[src/fp_slice_config.svh]
// Build-time sizing of the SIMD min/max slice
// Pulled in by the package and by every module that sizes ports or pipes

`ifndef FP_SLICE_CONFIG_SVH
`define FP_SLICE_CONFIG_SVH

// Operand and result word width, cut into 16-bit lanes
`define SLICE_WIDTH 64

// Register stages in every lane and in the side pipeline
`define NUM_PIPE_REGS 2

// Width of the operation tag
`define TAG_WIDTH 4

`endif

[src/fp_slice_pkg.sv]
// Shared types of the SIMD min/max slice
// Modules take these by a wildcard import in their header

`include "fp_slice_config.svh"

package fp_slice_pkg;

  // One lane per 16 bits of the slice
  localparam int unsigned NUM_LANES = `SLICE_WIDTH / 16;

  typedef enum logic {
    FP32 = 1'b0,
    FP16 = 1'b1
  } fp_format_e;

  typedef enum logic {
    MIN = 1'b0,
    MAX = 1'b1
  } operation_e;

  // IEEE exception flags, same order as fflags
  typedef struct packed {
    logic nv;  // Invalid
    logic dz;  // Divide by zero
    logic of;  // Overflow
    logic uf;  // Underflow
    logic nx;  // Inexact
  } status_t;

  typedef logic [`TAG_WIDTH-1:0] tag_t;
  typedef logic [NUM_LANES-1:0]  lane_mask_t;

  // Payload of one lane stage
  typedef struct packed {
    logic [31:0] result;
    status_t     status;
  } lane_res_t;

  // Data carried alongside the lanes
  typedef struct packed {
    tag_t       tag;
    fp_format_e fmt;
    logic       vectorial;
    lane_mask_t mask;
  } side_t;

endpackage

[src/fp_minmax_lane.sv]
// One SIMD lane: RISC-V style FMIN/FMAX on FP32 or FP16 operands,
// followed by the lane's share of the valid/ready pipeline

`timescale 1ns/100ps
`include "fp_slice_config.svh"

module fp_minmax_lane import fp_slice_pkg::*; #(
  parameter bit LaneHasFp32 = 1'b1
) (
  input  logic        clk_i,
  input  logic        rst_n_i,
  input  logic [31:0] a_i,
  input  logic [31:0] b_i,
  input  operation_e  op_i,
  input  fp_format_e  fmt_i,
  input  logic        in_valid_i,
  output logic        in_ready_o,
  output lane_res_t   res_o,
  output logic        out_valid_o,
  input  logic        out_ready_i
);

  localparam logic [31:0] CanonNan32 = 32'h7fc0_0000;
  localparam logic [15:0] CanonNan16 = 16'h7e00;

  logic        is_fp32;
  logic        sign_a, sign_b;
  logic [30:0] mag_a, mag_b;
  logic        nan_a, nan_b, snan_a, snan_b;
  logic        a_lt_b;
  logic [31:0] sel;
  lane_res_t   res_d;

  // Lanes without FP32 support always work on FP16
  assign is_fp32 = LaneHasFp32 && (fmt_i == FP32);

  // ------------------------------------------------------------
  // Classification and compare
  // ------------------------------------------------------------
  always_comb begin : classify
    sign_a = is_fp32 ? a_i[31] : a_i[15];
    sign_b = is_fp32 ? b_i[31] : b_i[15];
    mag_a  = is_fp32 ? a_i[30:0] : {16'h0, a_i[14:0]};
    mag_b  = is_fp32 ? b_i[30:0] : {16'h0, b_i[14:0]};
    if (is_fp32) begin
      nan_a  = (a_i[30:23] == 8'hff) && (a_i[22:0] != '0);
      nan_b  = (b_i[30:23] == 8'hff) && (b_i[22:0] != '0);
      snan_a = nan_a & ~a_i[22];   // Quiet bit clear
      snan_b = nan_b & ~b_i[22];
    end else begin
      nan_a  = (a_i[14:10] == 5'h1f) && (a_i[9:0] != '0);
      nan_b  = (b_i[14:10] == 5'h1f) && (b_i[9:0] != '0);
      snan_a = nan_a & ~a_i[9];
      snan_b = nan_b & ~b_i[9];
    end
    // Sign-magnitude order, -0 sorts below +0 via the sign test
    if (sign_a != sign_b) begin
      a_lt_b = sign_a;
    end else if (sign_a) begin
      a_lt_b = mag_a > mag_b;
    end else begin
      a_lt_b = mag_a < mag_b;
    end
  end

  always_comb begin : select_result
    if (nan_a && nan_b) begin
      sel = is_fp32 ? CanonNan32 : {16'hffff, CanonNan16};
    end else if (nan_a) begin
      sel = b_i;
    end else if (nan_b) begin
      sel = a_i;
    end else if ((op_i == MIN) == a_lt_b) begin
      sel = a_i;
    end else begin
      sel = b_i;
    end
    res_d.result    = is_fp32 ? sel : {16'hffff, sel[15:0]};
    res_d.status    = '0;
    res_d.status.nv = snan_a | snan_b;   // Only flag min/max can raise
  end

  // ------------------------------------------------------------
  // Pipeline
  // ------------------------------------------------------------
  logic      stage_valid [`NUM_PIPE_REGS+1];
  logic      stage_ready [`NUM_PIPE_REGS+1];
  lane_res_t stage_data  [`NUM_PIPE_REGS+1];

  assign stage_valid[0] = in_valid_i;
  assign stage_data[0]  = res_d;
  assign in_ready_o     = stage_ready[0];

  for (genvar s = 0; s < `NUM_PIPE_REGS; s++) begin : gen_stage
    fp_pipe_stage #(
      .payload_t ( lane_res_t )
    ) stage_i (
      .clk_i   ( clk_i            ),
      .rst_n_i ( rst_n_i          ),
      .valid_i ( stage_valid[s]   ),
      .ready_o ( stage_ready[s]   ),
      .data_i  ( stage_data[s]    ),
      .valid_o ( stage_valid[s+1] ),
      .ready_i ( stage_ready[s+1] ),
      .data_o  ( stage_data[s+1]  )
    );
  end

  assign stage_ready[`NUM_PIPE_REGS] = out_ready_i;
  assign out_valid_o = stage_valid[`NUM_PIPE_REGS];
  assign res_o       = stage_data[`NUM_PIPE_REGS];

endmodule

[src/fp_minmax_slice.sv]
// SIMD floating-point min/max slice, top level
// Operands in, packed results out, both over valid/ready with a tag

`timescale 1ns/100ps
`include "fp_slice_config.svh"

module fp_minmax_slice import fp_slice_pkg::*; (
  input  logic                    clk_i,
  input  logic                    rst_n_i,
  // Request
  input  logic [`SLICE_WIDTH-1:0] operands_a_i,
  input  logic [`SLICE_WIDTH-1:0] operands_b_i,
  input  operation_e              op_i,
  input  fp_format_e              fmt_i,
  input  logic                    vectorial_i,
  input  lane_mask_t              simd_mask_i,
  input  tag_t                    tag_i,
  input  logic                    in_valid_i,
  output logic                    in_ready_o,
  // Response
  output logic [`SLICE_WIDTH-1:0] result_o,
  output status_t                 status_o,
  output tag_t                    tag_o,
  output logic                    out_valid_o,
  input  logic                    out_ready_i,
  output logic                    busy_o
);

  logic [NUM_LANES-1:0][31:0] lane_a, lane_b;
  lane_mask_t                 in_lane_valid;
  side_t                      in_side;

  lane_res_t [NUM_LANES-1:0]  out_lane_res;
  lane_mask_t                 out_lane_valid;
  side_t                      out_side;

  fp_slice_decode decode_i (
    .operands_a_i ( operands_a_i  ),
    .operands_b_i ( operands_b_i  ),
    .fmt_i        ( fmt_i         ),
    .vectorial_i  ( vectorial_i   ),
    .simd_mask_i  ( simd_mask_i   ),
    .tag_i        ( tag_i         ),
    .in_valid_i   ( in_valid_i    ),
    .lane_a_o     ( lane_a        ),
    .lane_b_o     ( lane_b        ),
    .lane_valid_o ( in_lane_valid ),
    .side_o       ( in_side       )
  );

  fp_slice_execute execute_i (
    .clk_i        ( clk_i          ),
    .rst_n_i      ( rst_n_i        ),
    .lane_a_i     ( lane_a         ),
    .lane_b_i     ( lane_b         ),
    .lane_valid_i ( in_lane_valid  ),
    .op_i         ( op_i           ),
    .fmt_i        ( fmt_i          ),
    .side_i       ( in_side        ),
    .in_ready_o   ( in_ready_o     ),
    .lane_res_o   ( out_lane_res   ),
    .lane_valid_o ( out_lane_valid ),
    .side_o       ( out_side       ),
    .out_valid_o  ( out_valid_o    ),
    .out_ready_i  ( out_ready_i    ),
    .busy_o       ( busy_o         )
  );

  fp_slice_result result_i (
    .lane_res_i   ( out_lane_res   ),
    .lane_valid_i ( out_lane_valid ),
    .side_i       ( out_side       ),
    .result_o     ( result_o       ),
    .status_o     ( status_o       ),
    .tag_o        ( tag_o          )
  );

endmodule

[src/fp_pipe_stage.sv]
// One valid/ready register stage for any payload type
// Chain several of these to build a pipeline with back-pressure

`timescale 1ns/100ps

module fp_pipe_stage #(
  parameter type payload_t = logic
) (
  input  logic     clk_i,
  input  logic     rst_n_i,
  // Upstream side
  input  logic     valid_i,
  output logic     ready_o,
  input  payload_t data_i,
  // Downstream side
  output logic     valid_o,
  input  logic     ready_i,
  output payload_t data_o
);

  logic     valid_q;
  payload_t data_q;

  // Take new data when empty or when the held item leaves
  assign ready_o = ~valid_q | ready_i;

  always_ff @(posedge clk_i or negedge rst_n_i) begin
    if (!rst_n_i) begin
      valid_q <= 1'b0;
    end else if (ready_o) begin
      valid_q <= valid_i;
    end
  end

  always_ff @(posedge clk_i) begin
    if (ready_o && valid_i) begin
      data_q <= data_i;
    end
  end

  assign valid_o = valid_q;
  assign data_o  = data_q;

  // A stalled item must not change under the consumer
  a_hold_stalled : assert property (@(posedge clk_i) disable iff (!rst_n_i)
    valid_o && !ready_i |=> $stable(data_o));

endmodule

[src/fp_slice_decode.sv]
// Input side of the slice: cuts both operands into lanes by format
// and works out which lanes take part in the operation

`timescale 1ns/100ps
`include "fp_slice_config.svh"

module fp_slice_decode import fp_slice_pkg::*; (
  input  logic [`SLICE_WIDTH-1:0]        operands_a_i,
  input  logic [`SLICE_WIDTH-1:0]        operands_b_i,
  input  fp_format_e                     fmt_i,
  input  logic                           vectorial_i,
  input  lane_mask_t                     simd_mask_i,
  input  tag_t                           tag_i,
  input  logic                           in_valid_i,
  output logic [NUM_LANES-1:0][31:0]     lane_a_o,
  output logic [NUM_LANES-1:0][31:0]     lane_b_o,
  output lane_mask_t                     lane_valid_o,
  output side_t                          side_o
);

  // Lane stride in bits for the current format
  logic [5:0] lane_width;

  assign lane_width = (fmt_i == FP32) ? 6'd32 : 6'd16;

  // ------------------------------------------------------------
  // Operand slicing
  // ------------------------------------------------------------
  always_comb begin : slice_operands
    for (int unsigned l = 0; l < NUM_LANES; l++) begin
      // Upper bits past the format width are ignored by the lane
      lane_a_o[l] = 32'(operands_a_i >> (l * lane_width));
      lane_b_o[l] = 32'(operands_b_i >> (l * lane_width));
    end
  end

  // ------------------------------------------------------------
  // Lane valids
  // ------------------------------------------------------------
  always_comb begin : build_valids
    lane_valid_o[0] = in_valid_i;   // Scalar ops live in lane 0
    for (int unsigned l = 1; l < NUM_LANES; l++) begin
      lane_valid_o[l] = in_valid_i & vectorial_i
                        & ((fmt_i == FP16) | (l < NUM_LANES / 2));
    end
  end

  assign side_o.tag       = tag_i;
  assign side_o.fmt       = fmt_i;
  assign side_o.vectorial = vectorial_i;
  assign side_o.mask      = simd_mask_i;

endmodule

[src/fp_slice_execute.sv]
// Execution core of the slice: all lanes plus the side-data pipeline
// Lane 0 and the side pipeline carry every item, upper lanes only vector items

`timescale 1ns/100ps
`include "fp_slice_config.svh"

module fp_slice_execute import fp_slice_pkg::*; (
  input  logic                       clk_i,
  input  logic                       rst_n_i,
  input  logic [NUM_LANES-1:0][31:0] lane_a_i,
  input  logic [NUM_LANES-1:0][31:0] lane_b_i,
  input  lane_mask_t                 lane_valid_i,
  input  operation_e                 op_i,
  input  fp_format_e                 fmt_i,
  input  side_t                      side_i,
  output logic                       in_ready_o,
  output lane_res_t [NUM_LANES-1:0]  lane_res_o,
  output lane_mask_t                 lane_valid_o,
  output side_t                      side_o,
  output logic                       out_valid_o,
  input  logic                       out_ready_i,
  output logic                       busy_o
);

  logic      lane_in_valid  [NUM_LANES];
  logic      lane_in_ready  [NUM_LANES];
  logic      lane_out_valid [NUM_LANES];
  logic      lane_out_ready [NUM_LANES];
  lane_res_t lane_res       [NUM_LANES];
  logic      lane_used      [NUM_LANES];

  logic  side_valid [`NUM_PIPE_REGS+1];
  logic  side_ready [`NUM_PIPE_REGS+1];
  side_t side_data  [`NUM_PIPE_REGS+1];

  // ------------------------------------------------------------
  // Lanes
  // ------------------------------------------------------------
  for (genvar l = 0; l < NUM_LANES; l++) begin : gen_lane
    // Does the item at the output occupy this lane
    assign lane_used[l] = (l == 0) | (side_o.vectorial
                          & ((side_o.fmt == FP16) | (l < NUM_LANES / 2)));
    assign lane_out_ready[l] = out_ready_i & lane_used[l];

    // Upper lanes take an item only on the edge where lane 0 takes it
    assign lane_in_valid[l] = lane_valid_i[l] & ((l == 0) | in_ready_o);

    fp_minmax_lane #(
      .LaneHasFp32 ( l < NUM_LANES / 2 )
    ) lane_i (
      .clk_i       ( clk_i             ),
      .rst_n_i     ( rst_n_i           ),
      .a_i         ( lane_a_i[l]       ),
      .b_i         ( lane_b_i[l]       ),
      .op_i        ( op_i              ),
      .fmt_i       ( fmt_i             ),
      .in_valid_i  ( lane_in_valid[l]  ),
      .in_ready_o  ( lane_in_ready[l]  ),
      .res_o       ( lane_res[l]       ),
      .out_valid_o ( lane_out_valid[l] ),
      .out_ready_i ( lane_out_ready[l] )
    );

    assign lane_res_o[l]   = lane_res[l];
    assign lane_valid_o[l] = lane_out_valid[l] & lane_used[l];

    // An upper lane never runs fuller than lane 0
    if (l > 0) begin : gen_upper_check
      a_upper_ready : assert property (@(posedge clk_i) disable iff (!rst_n_i)
        lane_valid_i[l] && in_ready_o |-> lane_in_ready[l]);
    end
  end

  assign in_ready_o  = lane_in_ready[0];  // Upstream ready from lane 0
  assign out_valid_o = lane_out_valid[0];

  // ------------------------------------------------------------
  // Side pipeline
  // ------------------------------------------------------------
  assign side_valid[0] = lane_valid_i[0];
  assign side_data[0]  = side_i;

  for (genvar s = 0; s < `NUM_PIPE_REGS; s++) begin : gen_side_stage
    fp_pipe_stage #(
      .payload_t ( side_t )
    ) side_stage_i (
      .clk_i   ( clk_i           ),
      .rst_n_i ( rst_n_i         ),
      .valid_i ( side_valid[s]   ),
      .ready_o ( side_ready[s]   ),
      .data_i  ( side_data[s]    ),
      .valid_o ( side_valid[s+1] ),
      .ready_i ( side_ready[s+1] ),
      .data_o  ( side_data[s+1]  )
    );
  end

  assign side_ready[`NUM_PIPE_REGS] = out_ready_i;
  assign side_o = side_data[`NUM_PIPE_REGS];

  // Side stages see every item in flight
  always_comb begin : busy_collapse
    busy_o = 1'b0;
    for (int s = 1; s <= `NUM_PIPE_REGS; s++) begin
      busy_o |= side_valid[s];
    end
  end

  // Side pipeline mirrors lane 0 in both directions
  a_side_sync : assert property (@(posedge clk_i) disable iff (!rst_n_i)
    (side_valid[`NUM_PIPE_REGS] == lane_out_valid[0])
    && (side_ready[0] == lane_in_ready[0]));

endmodule

[src/fp_slice_result.sv]
// Output side of the slice: packs lane results into the result word
// with NaN-boxing and collapses lane status under the SIMD mask

`timescale 1ns/100ps
`include "fp_slice_config.svh"

module fp_slice_result import fp_slice_pkg::*; (
  input  lane_res_t [NUM_LANES-1:0] lane_res_i,
  input  lane_mask_t                lane_valid_i,
  input  side_t                     side_i,
  output logic [`SLICE_WIDTH-1:0]   result_o,
  output status_t                   status_o,
  output logic [`TAG_WIDTH-1:0]     tag_o
);

  // ------------------------------------------------------------
  // Result packing
  // ------------------------------------------------------------
  always_comb begin : pack_result
    result_o = '1;   // Unused positions stay NaN-boxed
    if (side_i.fmt == FP32) begin
      for (int unsigned l = 0; l < NUM_LANES / 2; l++) begin
        if (lane_valid_i[l]) begin
          result_o[32*l +: 32] = lane_res_i[l].result;
        end
      end
    end else begin
      for (int unsigned l = 0; l < NUM_LANES; l++) begin
        if (lane_valid_i[l]) begin
          result_o[16*l +: 16] = lane_res_i[l].result[15:0];
        end
      end
    end
  end

  // ------------------------------------------------------------
  // Status collapse
  // ------------------------------------------------------------
  always_comb begin : collapse_status
    status_o = '0;
    for (int unsigned l = 0; l < NUM_LANES; l++) begin
      // Masked-off lanes raise nothing
      if (lane_valid_i[l] && side_i.mask[l]) begin
        status_o |= lane_res_i[l].status;
      end
    end
  end

  assign tag_o = side_i.tag;

endmodule

[config.mk]
export PLATFORM = sky130hd
export DESIGN_NAME = fp_minmax_slice
export DESIGN_NICKNAME = d
export VERILOG_FILES = /design/src/fp_slice_pkg.sv /design/src/fp_minmax_lane.sv /design/src/fp_minmax_slice.sv /design/src/fp_pipe_stage.sv /design/src/fp_slice_decode.sv /design/src/fp_slice_execute.sv /design/src/fp_slice_result.sv
export VERILOG_INCLUDE_DIRS = /design/src
export SDC_FILE = /design/constraint.sdc
export NUM_CORES = 1
export LEC_CHECK = 0
export BUFFER_PORTS_ARGS = -buffer_cell sky130_fd_sc_hd__clkbuf_2
export CAP_MARGIN = 20
export CORE_AREA = 5 5 187 189
export DETAILED_ROUTE_END_ITERATION = 8
export DIE_AREA = 0 0 192 194
export PLACE_DENSITY = 0.72
export SETUP_SLACK_MARGIN = 0.02
export SLEW_MARGIN = 30
export SYNTH_ARGS = -nofsm -noshare
export SYNTH_HDL_FRONTEND = slang
export SYNTH_SLANG_ARGS = --single-unit
[constraint.sdc]
create_clock -name clk_i -period 4.66 [get_ports clk_i]
set_input_delay 0.932 -clock clk_i [delete_from_list [all_inputs] [get_ports clk_i]]
set_output_delay 0.932 -clock clk_i [all_outputs]
set_load 0.1 [all_outputs]
==> results.sh <==
export IMPL_status="complete, no violations"
export IMPL_synth_compound_area_share=0.157
export IMPL_p_sw_frac=0.340
export IMPL_area_growth_pct=19.8
export IMPL_final_common_cell="edfxtp_1"
export IMPL_yosys_area_share_simple=0.144
export IMPL_fin_nets=1584
export IMPL_slowest_stage="or3_1"
export IMPL_crit_path_end_kind="flip-flop"
export IMPL_synth_flop_cell="edfxtp_1"
export IMPL_finalHoldViolCount=0
export IMPL_max_freq_ghz=0.238
export IMPL_ys_types=81
export IMPL_path_max_fanout=14
export IMPL_clkPwrFrac=0.311
export IMPL_slowest_delay_ns=0.37
export IMPL_hpwl_microns=32600
export IMPL_wire_per_inst_microns=23.0
export IMPL_p_per_area_mw_per_mm2=400
export IMPL_finalCritPeriodShare=0.901
export IMPL_ys_seq_area_frac=0.525
export IMPL_drive_gt1_frac=0.254
export IMPL_synthArstFlopShare=0.0435
export IMPL_combPwrFrac=0.277
export IMPL_post_synth_cell_area_avg_sq_um=11.7
export IMPL_io_buffer_count=214
export IMPL_final_antenna_net_count=0
export IMPL_worstSetupStartpointType="input pin"
export IMPL_power_frac_seq=0.411
export IMPL_rsz0062_at_grt="no"
export IMPL_postCtsHoldBufs=0
export IMPL_synth_top_family_by_area="compound AO/OA/AOI/OAI gates"
export IMPL_h_tree_depth=1
export IMPL_post_route_util=0.472
export IMPL_gp_congestion=0.981
export IMPL_arrival_ns=4.53
export IMPL_use_met1=0.335
export IMPL_pin_count=219
export IMPL_ir_worst_vdd_v=0.000270
export IMPL_grt_total_usage=0.217
export IMPL_cts_num_sinks=230
export IMPL_hp_class="in2async"
export IMPL_p_int_mw=4.13
export IMPL_grt_start_max_net_pins=51
export IMPL_cp_cell_sequence="buf_6 -> buf_4 -> mux2_2 -> ha_1 -> a211oi_1 -> nor2_1 -> o31ai_1 -> a31oi_1 -> or3_1 -> a32o_2 -> buf_4 -> nor2b_4 -> or2_1 -> buf_4 -> o2bb2ai_2"
export IMPL_dr_total_vias=10500
export IMPL_use_met2=0.313
export IMPL_ys_warn_count=0
export IMPL_setup_viol=0
export IMPL_die_area_sq_mm=0.0372
export IMPL_busiest_layer="met1"
export IMPL_most_common_layout_cells="220 x edfxtp_1, 213 x clkbuf_2, 120 x nand2_1"
export IMPL_drc=0
export IMPL_initialDrtViolationCount=968
export IMPL_die_height_microns=194
export IMPL_clkSlewWorstSetupHoldPaths_ns=0.06
export IMPL_r2r_cells=6
export IMPL_numCtsBuffers=25
export IMPL_die_w_microns=192
export IMPL_drv_cap=0
export IMPL_cp_common_cell="buf_4"
export IMPL_start_util=0.394
export IMPL_synthAdderAreaFrac=0.0881
export IMPL_netlist_instances=1112
export IMPL_antenna_found_initial=2
export IMPL_tns_ns=0
export IMPL_grt_pass1_wl_microns=62100
export IMPL_syn_area_sq_mm=0.0131
export IMPL_ys_seq_elements=230
export IMPL_worstSetupPathType="in2reg"
export IMPL_switchingPower_mw=2.13
export IMPL_cts_resized_gates=0
export IMPL_worstPathRequired_ns=4.99
export IMPL_slew_violations=0
export IMPL_via_per_inst=5.76
export IMPL_wl_microns=41700
export IMPL_p_leak_nw=6.38
export IMPL_cts_setup_buffers=0
export IMPL_fin_crit_ns=4.20
export IMPL_clk_path_buf_depth=3
export IMPL_synth_edf_count=220
export IMPL_worstSkewPairLatency_ns=0.51
export IMPL_drtPass1Iterations=7
export IMPL_synthMuxAreaShare=0.0455
export IMPL_finalWorstSetupSlack_ns=0.462
export IMPL_fin_total_pwr_mw=6.26
export IMPL_dp_slack_ns=0.0579
export IMPL_cts_root_buf="clkbuf_16"
export IMPL_grt_util_met3=0.0391
export IMPL_ff2ff_setup_slack_ns=1.63
export IMPL_overflow=0
export IMPL_fin_skew_ns=0.0128
export IMPL_grt_pass1_vias=10200
export IMPL_coreArea_sq_mm=0.0331
export IMPL_cts_tree="done"
export IMPL_synth_xor_area_frac=0.00259
export IMPL_tightestPinTransition_ns=1.04
export IMPL_slew_headroom=0.287
export IMPL_placementRows=67
==> flip-flops by register name, summed over array words and instances, names as in the netlist <==
signal,cells
execute_i.gen_side_stage.side_stage_i.data_o,20
execute_i.gen_lane.lane_i.gen_stage.stage_i.data_o,200
execute_i.gen_side_stage.side_stage_i.valid_o,2
execute_i.gen_lane.lane_i.gen_stage.stage_i.valid_o,8
==> critical path: cells and delay by family <==
kind	cells	cell delay [ns]
AO/OA/AOI/OAI	5	1.11
AND/OR/NAND/NOR	4	0.97
buffers and inverters	4	0.81
multiplexers	1	0.36
adder cells (fa/ha/maj)	1	0.32
==> cell usage after synthesis, drive strengths merged, types with 4 or more instances <==
| cell type | number | area (sq um) |
|---|---|---|
| nand4 | 22 | 138 |
| nor3 | 14 | 75.1 |
| a31oi | 4 | 25.0 |
| o21ai | 25 | 129 |
| nand2 | 120 | 450 |
| a221o | 15 | 150 |
| buf | 32 | 219 |
| a22o | 16 | 140 |
| and3 | 5 | 31.3 |
| nand3b | 5 | 37.5 |
| edfxtp | 220 | 6610 |
| a22oi | 8 | 60.1 |
| or4 | 4 | 30.0 |
| dfrtp | 10 | 250 |
| a21boi | 5 | 37.5 |
| mux2i | 38 | 380 |
| a211oi | 4 | 30.0 |
| o2bb2ai | 13 | 176 |
| a21o | 20 | 150 |
| and2 | 23 | 144 |
| and4 | 8 | 70.1 |
| o22a | 55 | 482 |
| inv | 50 | 188 |
| nor4 | 21 | 138 |
| o22ai | 17 | 119 |
| nor2b | 39 | 251 |
| or2 | 4 | 25.0 |
| nor2 | 45 | 181 |
| a21oi | 47 | 239 |
| clkbuf | 22 | 82.6 |
| nand3 | 25 | 125 |
| mux2 | 19 | 214 |
| ha | 92 | 1150 |
| nand2b | 23 | 144 |
==> how the worst max path moves through the flow <==
stage	startpoint	endpoint	slack, ns	cells past startpoint
finish	fmt_i	flip-flop	0.46	15
CTS	fmt_i	flip-flop	0.56	15
detailed placement	fmt_i	flip-flop	0.06	15
global route	fmt_i	flip-flop	0.38	15
global placement	fmt_i	flip-flop	-0.02	14
floorplan	fmt_i	flip-flop	0.02	20
==> area by class of cell <==
| cell class | instances | area (sq um) |
|---|---|---|
| Fill cell | 2995 | 17500 |
| Sequential cell | 230 | 6860 |
| Multi-Input combinational cell | 781 | 5750 |
| Timing Repair Buffer | 261 | 1480 |
| Clock buffer | 28 | 637 |
| Tap cell | 448 | 561 |
| Inverter | 50 | 188 |
| Clock inverter | 15 | 165 |
| Antenna cell | 1 | 2.50 |
==> power by group through the flow <==
| stage | combinational [mW] | clock, mW | sequential (mW) |
|---|---|---|---|
| CTS | 1.72 | 1.97 | 2.57 |
| detailed placement | 1.72 | 0 | 2.62 |
| global placement | 1.70 | 0 | 2.61 |
| floorplan | 1.26 | 0 | 2.59 |
| global route | 1.84 | 2.07 | 2.59 |
| finish | 1.74 | 1.95 | 2.57 |
==> layer usage <==
layer | part of all wire | routed length [microns] | up-vias
met1 | 0.46 | 19400 | 5045
met2 | 0.42 | 17600 | 549
met4 | 0.026 | 1080 | 0
met5 | 0 | 0 | -
li1 | - | - | 4786
met3 | 0.087 | 3640 | 71
==> logic make-up (layout without fill, tap and decap cells) <==
group           Yosys count  after routing
simple gates            361            361
other cells               1              5
xor+xnor                  3              3
flops                   230            230
buf+inv                 104            354
mux                      57             57
compound gates          264            264
fa+ha+maj                92             92
==> metrics by stage <==
| stage | instances | hold WS [ns] | cell area [sq um] |
|---|---|---|---|
| 2_1_floorplan | 1115 | 0.400 | 13100 |
| 3_3_place_gp | 1770 | 0.400 | 14800 |
| 3_5_place_dp | 1770 | 0.405 | 14800 |
| 4_1_cts | 1813 | 0.280 | 15600 |
| 5_1_grt | 1814 | 0.300 | 15600 |
| 6_report | 1814 | 0.294 | 15600 |
Power figures use the tool's default switching activity.
